## src/source/cache_pkg.sv

```systemverilog
// Line size is fixed at 32 bytes and addresses at 32 bits; set count and tag width belong to the modules.
`default_nettype none

package cache_pkg;

    // Byte offset width within one line.
    localparam int s_offset = 5;
    localparam int s_line_bytes = 2 ** s_offset;

    typedef logic [31:0] addr_t;
    typedef logic [8*s_line_bytes-1:0] line_t;
    typedef logic [s_line_bytes-1:0] byte_en_t;

    // CPU request, held stable until mem_resp.
    typedef struct packed {
        logic     read;
        logic     write;
        addr_t    address;
        line_t    wdata;
        byte_en_t byte_enable;
    } cpu_req_t;

    // Physical memory request, one of read or write at a time.
    typedef struct packed {
        logic  read;
        logic  write;
        addr_t address;
        line_t wdata;
    } pmem_req_t;

    // Datapath strobes driven by the controller.
    typedef struct packed {
        logic load_line;
        logic load_tag;
        logic use_cpu_data;
        logic set_dirty;
        logic clear_dirty;
        logic update_lru;
        logic writeback_addr;
    } ctrl_t;

    // Datapath status seen by the controller.
    typedef struct packed {
        logic hit;
        logic victim_dirty;
    } dp_status_t;

    typedef enum logic [1:0] {
        idle,
        check,
        writeback,
        fill
    } cache_state_e;

endpackage

`default_nettype wire

```

## src/source/cache_data_array.sv

```systemverilog
// One way of line storage in flops; read is combinational, contents are undefined until filled.
`timescale 1ns/100ps
`default_nettype none

module cache_data_array #(
    parameter int s_index = 3
)
(
    input  logic                clk,
    input  cache_pkg::byte_en_t write_mask,
    input  logic [s_index-1:0]  index,
    input  cache_pkg::line_t    wdata,
    output cache_pkg::line_t    rdata
);

    localparam int num_sets = 2 ** s_index;

    cache_pkg::line_t lines [num_sets];

    // Each set byte lane is written independently.
    always_ff @(posedge clk)
    begin
        for (int b = 0; b < cache_pkg::s_line_bytes; b++)
        begin
            if (write_mask[b])
            begin
                lines[index][8*b +: 8] <= wdata[8*b +: 8];
            end
        end
    end

    assign rdata = lines[index];

endmodule

`default_nettype wire

```

## src/source/cache_meta_array.sv

```systemverilog
// Two-way tag, valid and dirty store plus one LRU bit per set; tags hold garbage until valid.
`timescale 1ns/100ps
`default_nettype none

module cache_meta_array #(
    parameter int s_index = 3
)
(
    input  logic                                          clk,
    input  logic                                          rst_n,
    input  logic [s_index-1:0]                            index,
    input  logic [31-cache_pkg::s_offset-s_index:0]       tag_in,
    input  logic [1:0]                                    load_tag,
    input  logic [1:0]                                    dirty_load,
    input  logic                                          dirty_in,
    input  logic                                          lru_load,
    input  logic                                          lru_in,
    output logic [1:0][31-cache_pkg::s_offset-s_index:0]  tags,
    output logic [1:0]                                    valid,
    output logic [1:0]                                    dirty,
    output logic                                          lru
);

    localparam int num_sets = 2 ** s_index;
    localparam int s_tag = 32 - cache_pkg::s_offset - s_index;

    logic [1:0][s_tag-1:0] tag_mem [num_sets];
    logic [1:0]            valid_mem [num_sets];
    logic [1:0]            dirty_mem [num_sets];
    logic [num_sets-1:0]   lru_mem;

    // Control bits, cleared for every set on reset.
    always_ff @(posedge clk)
    begin
        if (!rst_n)
        begin
            valid_mem <= '{default: '0};
            dirty_mem <= '{default: '0};
            lru_mem <= '0;
        end
        else
        begin
            for (int w = 0; w < 2; w++)
            begin
                // A new tag makes the way valid.
                if (load_tag[w])
                begin
                    valid_mem[index][w] <= 1'b1;
                end
                if (dirty_load[w])
                begin
                    dirty_mem[index][w] <= dirty_in;
                end
            end
            if (lru_load)
            begin
                lru_mem[index] <= lru_in;
            end
        end
    end

    always_ff @(posedge clk)
    begin
        for (int w = 0; w < 2; w++)
        begin
            if (load_tag[w])
            begin
                tag_mem[index][w] <= tag_in;
            end
        end
    end

    assign tags = tag_mem[index];
    assign valid = valid_mem[index];
    assign dirty = dirty_mem[index];
    assign lru = lru_mem[index];

endmodule

`default_nettype wire

```

## src/source/cache_datapath.sv

```systemverilog
// Combinational apart from the arrays; LRU bit names the victim way, cpu_req must be stable all request.
`timescale 1ns/100ps
`default_nettype none

module cache_datapath #(
    parameter int s_index = 3
)
(
    input  logic                    clk,
    input  logic                    rst_n,
    input  cache_pkg::cpu_req_t     cpu_req,
    input  cache_pkg::ctrl_t        ctrl,
    input  cache_pkg::line_t        pmem_rdata,
    output cache_pkg::dp_status_t   status,
    output cache_pkg::line_t        mem_rdata,
    output cache_pkg::addr_t        pmem_address,
    output cache_pkg::line_t        pmem_wdata
);

    localparam int s_tag = 32 - cache_pkg::s_offset - s_index;

    logic [s_tag-1:0]      req_tag;
    logic [s_index-1:0]    req_index;
    logic [1:0][s_tag-1:0] tags;
    logic [1:0]            valid;
    logic [1:0]            dirty;
    logic                  lru;
    logic [1:0]            way_hit;
    logic                  hit;
    logic                  target_way;
    logic [1:0]            tag_load;
    logic [1:0]            dirty_load;
    cache_pkg::byte_en_t   line_mask;
    cache_pkg::line_t      line_wdata;
    cache_pkg::byte_en_t   way_mask [2];
    cache_pkg::line_t      way_rdata [2];
    cache_pkg::line_t      target_line;

    assign req_tag = cpu_req.address[31 -: s_tag];
    assign req_index = cpu_req.address[cache_pkg::s_offset +: s_index];

    assign way_hit[0] = valid[0] && (tags[0] == req_tag);
    assign way_hit[1] = valid[1] && (tags[1] == req_tag);
    assign hit = |way_hit;

    // Hitting way on a hit, else the LRU victim.
    assign target_way = hit ? way_hit[1] : lru;

    assign status.hit = hit;
    assign status.victim_dirty = dirty[target_way];

    assign tag_load = {ctrl.load_tag && target_way, ctrl.load_tag && !target_way};
    assign dirty_load = {2{ctrl.set_dirty || ctrl.clear_dirty}}
                        & {target_way, !target_way};

    // A fill writes the whole line, a CPU store only its enabled bytes.
    assign line_mask = ctrl.use_cpu_data ? cpu_req.byte_enable : '1;
    assign line_wdata = ctrl.use_cpu_data ? cpu_req.wdata : pmem_rdata;

    cache_meta_array #(
        .s_index (s_index)
    ) u_meta_array (
        .clk        (clk),
        .rst_n      (rst_n),
        .index      (req_index),
        .tag_in     (req_tag),
        .load_tag   (tag_load),
        .dirty_load (dirty_load),
        .dirty_in   (ctrl.set_dirty),
        .lru_load   (ctrl.update_lru),
        .lru_in     (!target_way),
        .tags       (tags),
        .valid      (valid),
        .dirty      (dirty),
        .lru        (lru)
    );

    for (genvar w = 0; w < 2; w++)
    begin : g_way
        assign way_mask[w] = (ctrl.load_line && (target_way == 1'(w))) ? line_mask : '0;

        cache_data_array #(
            .s_index (s_index)
        ) u_data_array (
            .clk        (clk),
            .write_mask (way_mask[w]),
            .index      (req_index),
            .wdata      (line_wdata),
            .rdata      (way_rdata[w])
        );
    end

    assign target_line = way_rdata[target_way];
    assign mem_rdata = target_line;
    assign pmem_wdata = target_line;

    // Writeback goes to the victim's own line address.
    assign pmem_address = ctrl.writeback_addr
        ? {tags[target_way], req_index, {cache_pkg::s_offset{1'b0}}}
        : {cpu_req.address[31:cache_pkg::s_offset], {cache_pkg::s_offset{1'b0}}};

endmodule

`default_nettype wire

```

## src/source/cache_control.sv

```systemverilog
// One request at a time; CPU read and write must not both be set, pmem_resp is a one-cycle pulse.
`timescale 1ns/100ps
`default_nettype none

module cache_control
(
    input  logic                  clk,
    input  logic                  rst_n,
    input  logic                  cpu_read,
    input  logic                  cpu_write,
    input  cache_pkg::dp_status_t status,
    input  logic                  pmem_resp,
    output cache_pkg::ctrl_t      ctrl,
    output logic                  pmem_read,
    output logic                  pmem_write,
    output logic                  mem_resp
);

    cache_pkg::cache_state_e state;
    cache_pkg::cache_state_e next_state;

    always_ff @(posedge clk)
    begin
        if (!rst_n)
        begin
            state <= cache_pkg::idle;
        end
        else
        begin
            state <= next_state;
        end
    end

    always_comb
    begin
        next_state = state;
        ctrl = '0;
        pmem_read = 1'b0;
        pmem_write = 1'b0;
        mem_resp = 1'b0;

        unique case (state)
            cache_pkg::idle:
            begin
                if (cpu_read || cpu_write)
                begin
                    next_state = cache_pkg::check;
                end
            end

            cache_pkg::check:
            begin
                if (status.hit)
                begin
                    mem_resp = 1'b1;
                    ctrl.update_lru = 1'b1;
                    // Store hit merges into the line and marks it dirty.
                    if (cpu_write)
                    begin
                        ctrl.load_line = 1'b1;
                        ctrl.use_cpu_data = 1'b1;
                        ctrl.set_dirty = 1'b1;
                    end
                    next_state = cache_pkg::idle;
                end
                else if (status.victim_dirty)
                begin
                    next_state = cache_pkg::writeback;
                end
                else
                begin
                    next_state = cache_pkg::fill;
                end
            end

            cache_pkg::writeback:
            begin
                pmem_write = 1'b1;
                ctrl.writeback_addr = 1'b1;
                if (pmem_resp)
                begin
                    ctrl.clear_dirty = 1'b1;
                    next_state = cache_pkg::fill;
                end
            end

            cache_pkg::fill:
            begin
                pmem_read = 1'b1;
                if (pmem_resp)
                begin
                    ctrl.load_line = 1'b1;
                    ctrl.load_tag = 1'b1;
                    ctrl.clear_dirty = 1'b1;
                    // Back to check, which now hits.
                    next_state = cache_pkg::check;
                end
            end

            default:
            begin
                next_state = cache_pkg::idle;
            end
        endcase
    end

endmodule

`default_nettype wire

```

## src/source/cache_top.sv

```systemverilog
// Two-way write-back cache with 32-byte lines; requests are levels held until the response pulse.
`timescale 1ns/100ps
`default_nettype none

module cache_top #(
    parameter int s_index = 3
)
(
    input  logic                  clk,
    input  logic                  rst_n,
    input  cache_pkg::cpu_req_t   cpu_req,
    output logic                  mem_resp,
    output cache_pkg::line_t      mem_rdata,
    output cache_pkg::pmem_req_t  pmem_req,
    input  logic                  pmem_resp,
    input  cache_pkg::line_t      pmem_rdata
);

    cache_pkg::ctrl_t      ctrl;
    cache_pkg::dp_status_t status;
    logic                  pmem_read;
    logic                  pmem_write;
    cache_pkg::addr_t      pmem_address;
    cache_pkg::line_t      pmem_wdata;

    cache_control u_cache_control (
        .clk        (clk),
        .rst_n      (rst_n),
        .cpu_read   (cpu_req.read),
        .cpu_write  (cpu_req.write),
        .status     (status),
        .pmem_resp  (pmem_resp),
        .ctrl       (ctrl),
        .pmem_read  (pmem_read),
        .pmem_write (pmem_write),
        .mem_resp   (mem_resp)
    );

    cache_datapath #(
        .s_index (s_index)
    ) u_cache_datapath (
        .clk          (clk),
        .rst_n        (rst_n),
        .cpu_req      (cpu_req),
        .ctrl         (ctrl),
        .pmem_rdata   (pmem_rdata),
        .status       (status),
        .mem_rdata    (mem_rdata),
        .pmem_address (pmem_address),
        .pmem_wdata   (pmem_wdata)
    );

    // Strobes come from control, address and data from the datapath.
    assign pmem_req = '{
        read:    pmem_read,
        write:   pmem_write,
        address: pmem_address,
        wdata:   pmem_wdata
    };

endmodule

`default_nettype wire

```

## config.mk

```make
export PLATFORM = sky130hd
export DESIGN_NAME = cache_top
export DESIGN_NICKNAME = d
export VERILOG_FILES = /design/src/source/cache_pkg.sv /design/src/source/cache_data_array.sv /design/src/source/cache_meta_array.sv /design/src/source/cache_datapath.sv /design/src/source/cache_control.sv /design/src/source/cache_top.sv
export SDC_FILE = /design/constraint.sdc
export NUM_CORES = 2
export LEC_CHECK = 0
export ABC_AREA = 1
export BUFFER_PORTS_ARGS = -buffer_cell sky130_fd_sc_hd__clkbuf_2
export CORE_ASPECT_RATIO = 0.75
export CORE_MARGIN = 4
export CORE_UTILIZATION = 50
export DETAILED_ROUTE_END_ITERATION = 12
export PLACE_DENSITY = 0.65
export SYNTH_ARGS = -nofsm -noshare
export SYNTH_HDL_FRONTEND = slang
export SYNTH_MEMORY_MAX_BITS = 65536
export SYNTH_SLANG_ARGS = --single-unit
```

## constraint.sdc

```tcl
create_clock -name clk -period 4 [get_ports clk]
set_clock_uncertainty 0.15 [all_clocks]
set_input_delay 0.4 -clock clk [delete_from_list [all_inputs] [get_ports clk]]
set_output_delay 0.4 -clock clk [all_outputs]
set_load 0.1 [all_outputs]
```

==> results.tsv <==
stage	metric	value	unit
floorplanning	die-area	0.361	mm^2
synth	synth_top_area_cell	edfxtp_1	
floorplanning	ios	1128	
route	post_drt_wl_per_cell	27.0	um
sta	worst_slack	-0.631	ns
cts	insertion_delay	0.92	ns
cts	clkSlewWorstSetupHoldPaths	0.07	ns
route	drtPass1Iterations	7	
floorplanning	std_cell_rows	188	
setup_path	cp.required	3.45	ns
sta	hold_viol_final	0	
synth	syn_area	0.176	mm^2
finish	fillCellCount	23407	
hold_path	holdPathStages	2	
route	drc	0	
power_and_ir_drop	p_leak	80.0	nW
power_and_ir_drop	power.density	460	mW/mm^2
power_and_ir_drop	ir_drop	0.372	mV
setup_path	r2r_cells	20	
sta	fin_crit	4.63	ns
hold_path	min_from	pmem_rdata[46]	
setup_path	worst_setup_path_start_kind	flip-flop	
global_route	globalRouteOverflowTotal	0	
synth	synth_commonest_cells	4480 x edfxtp_1, 2086 x nand2_1, 936 x nor2_1	
synth	avgSynthCellArea	14.8	um^2
finish	nNetsFinal	15048	
finish	final_layout_size_suffix_gt1_share	27.6	%
place	place_worst_setup_slack	-0.644	ns
global_route	antenna_found_initial	11	
floorplanning	core_area	0.350	mm^2
route	ant_nets	0	
synth	synthCells	11845	
cts	ctsRootBufferMaster	clkbuf_16	
route	vias	115486	
sta	fmax	0.216	GHz
route	wl	525	mm
synth	seq_area_frac_synth	77.1	%
sta	maxSlewViolCount	0	
place	dp_hpwl	329	mm
cts	cts_buffers	420	
setup_path	critical_path_class	flip-flop to output pin	
sta	max-slew-margin-rel	25.8	%
place	port-buffer-count	1117	
cts	numClockSinks	4522	
floorplanning	start_util	50.2	%
synth	synth_cell_types	50	
finish	fin_cells	19469	
global_route	first_global_vias	114693	
global_route	grt_pass1_wl	764	mm
setup_path	crit_path_max_fanout	12	
place	globalplace.congestion	0.904	
sta	tns	-261.21	ns
cts	cts_buffer_depth	4	
setup_path	reg2reg_from	u_cache_datapath.u_meta_array.tag_mem[4][26]$_DFFE_PP_	
status	failed_checks	negative setup slack	
sta	period_share	116	%
sta	worst_hold_slack	0.0592	ns
place	dp.cells	18080	
flow_run	maxCapViolCount	0	
synth	synth-seq-cells	4522	
global_route	grt_max_degree	154	
status	status	finished with violations	
hold_path	hp-class	input port to flip-flop	
sta	grt_setup_unrepaired	true	
synth	synth.most_common_cell	edfxtp_1	
setup_path	arrival	4.08	ns
setup_path	cp-end-kind	output pin	
synth	async_flop_share	0	%
setup_path	ff2ff_setup_slack	-0.06	ns
synth	yosys_warnings	0	
floorplanning	die_h	521	um
sta	setup_viol	645	
synth	synth_edf_count	4480	
finish	area_growth	30.1	%
global_route	grtUsageTotal	28.3	%
cts	cts_tree	done	
synth	synthTopCellsByArea	edfxtp_1 77%, nand2_1 4.5%, a221oi_1 3.2%, nor2_1 2.0%, a22oi_1 1.7%	
route	drt-initial-drc-count	14766	
floorplanning	die_w	692	um
cts	h-tree-depth	5	
route	via_per_inst	5.93	
synth	synthFlopType	edfxtp_1	
synth	synth_top_area_share	76.6	%
sta	worst_pin_slew	1.11	ns
==> final cells by class <==
| class | instances | area (um^2) | area share, % |
|---|---|---|---|
| Timing Repair Buffer | 3150 | 34100 | 14.9 |
| Clock inverter | 269 | 2610 | 1.14 |
| Tap cell | 4655 | 5820 | 2.55 |
| Inverter | 472 | 1860 | 0.812 |
| Clock buffer | 500 | 10900 | 4.78 |
| Sequential cell | 4522 | 135000 | 59.2 |
| Antenna cell | 4 | 10.0 | 0.00438 |
| Multi-Input combinational cell | 5897 | 37800 | 16.5 |
==> through the flow <==
stage	total power, mW	utilization (%)	area (um^2)
6_report	105	65.3	228000
5_1_grt	108	65.3	228000
4_1_cts	105	65.0	227000
3_5_place_dp	65.8	59.0	207000
3_3_place_gp	65.7	59.0	207000
2_1_floorplan	60.7	-	179000
==> worst max-delay path, stage by stage, from the launching register on <==
cell and delay [ns]:
edfxtp_1 0.35, or2_2 0.28, nand3_1 0.07, nand2_1 0.11, nor2_2 0.17, nand2_1 0.06, nand2_1 0.06, nand2_1 0.05
nor2_1 0.09, nand2_1 0.13, nor2_2 0.17, nand2_4 0.11, nand2_8 0.14, clkinv_16 0.09, buf_12 0.15, buf_16 0.16
buf_8 0.15, buf_16 0.15, a31oi_4 0.24, buf_12 0.15, buf_12 0.16
==> power by group <==
group | leakage (nW) | switching, mW | internal [mW]
sequential | 40.6 | 0.0238 | 52.1
clock | 6.56 | 17.3 | 22.3
combinational | 32.8 | 8.74 | 4.62
total | 80.0 | 26.0 | 79.1
==> worst max path at each step <==
stage,cells past startpoint,endpoint,from
6_report,20,pmem_req[151],u_cache_datapath.u_meta_array.tag_mem[4][26]$_DFFE_PP_
5_1_grt,21,mem_rdata[190],u_cache_datapath.u_meta_array.tag_mem[2][27]$_DFFE_PP_
4_1_cts,21,mem_rdata[219],u_cache_datapath.u_meta_array.tag_mem[6][7]$_DFFE_PP_
3_5_place_dp,25,mem_rdata[14],cpu_req[293]
3_3_place_gp,23,mem_rdata[14],cpu_req[295]
2_1_floorplan,20,pmem_req[104],cpu_req[293]
==> cell families after synthesis <==
group / share of synthesized area (%)
other: 0.00214
DFF: 77.1
and+or+nand+nor: 8.99
muxes: 1.64
adders and majority gates: 0.0285
AOI/OAI and AO/OA: 8.46
buffers and inverters: 3.80
==> flip-flops by register name, summed over array words and instances, names as in the netlist <==
signal                                     flops
u_cache_datapath.g_way.u_data_array.lines   4096
u_cache_control.state                          2
u_cache_datapath.u_meta_array.valid_mem       16
u_cache_datapath.u_meta_array.tag_mem        384
u_cache_datapath.u_meta_array.lru_mem          8
u_cache_datapath.u_meta_array.dirty_mem       16
==> cells in the final DEF, fill, tap and decap left out, types with 30 or more instances in the layout <==
cell type      netlist  layout
a41oi_2              0      55
dlygate4sd3_1        0     475
a22o_1             304     304
clkbuf_1           502      75
nand2_2              1      30
inv_1              463     458
nand3_1            216     190
a221oi_1           635     635
clkinv_1             1     105
nand4_1            287     287
clkbuf_16            0     426
buf_16               0      42
o21ai_0            212     189
a31oi_4              0     133
clkinv_2             0      69
a21oi_1             40      39
clkbuf_2             0     579
mux2_2             256     256
buf_4              285    1217
nor2_1             936     824
o211ai_1            32      32
edfxtp_1          4480    4480
dfxtp_1             42      42
nor2_2               3      79
a41oi_4              0      46
nand2_1           2086    2045
buf_6                5      60
nor2_4               2      38
nand2_4             60      71
and3_1              33      33
a22oi_1            395     395
buf_12               0     760
bufinv_16            0      43
or2_2               57      52
==> repair_timing <==
| action | in CTS | in global routing |
|---|---|---|
| resized for setup | 278 | 181 |
| endpoints found under the setup margin | 861 | 5844 |
| pin swaps | 29 | 57 |
| setup buffers | 92 | 38 |
| hold buffers | 475 | 0 |
| hold endpoints to repair | 3960 | 0 |
| gates cloned | 21 | 1 |
==> per-layer routing <==
metal | share of wire [%] | GRT usage, % | vias up
met5 | 0 | 0 | -
met4 | 3.5 | 8.95 | 0
met3 | 9.9 | 5.05 | 940
met2 | 47 | 45.5 | 6529
met1 | 39 | 39.6 | 58022
li1 | - | - | 49995
Note: power is estimated with default switching activity, not from simulation.
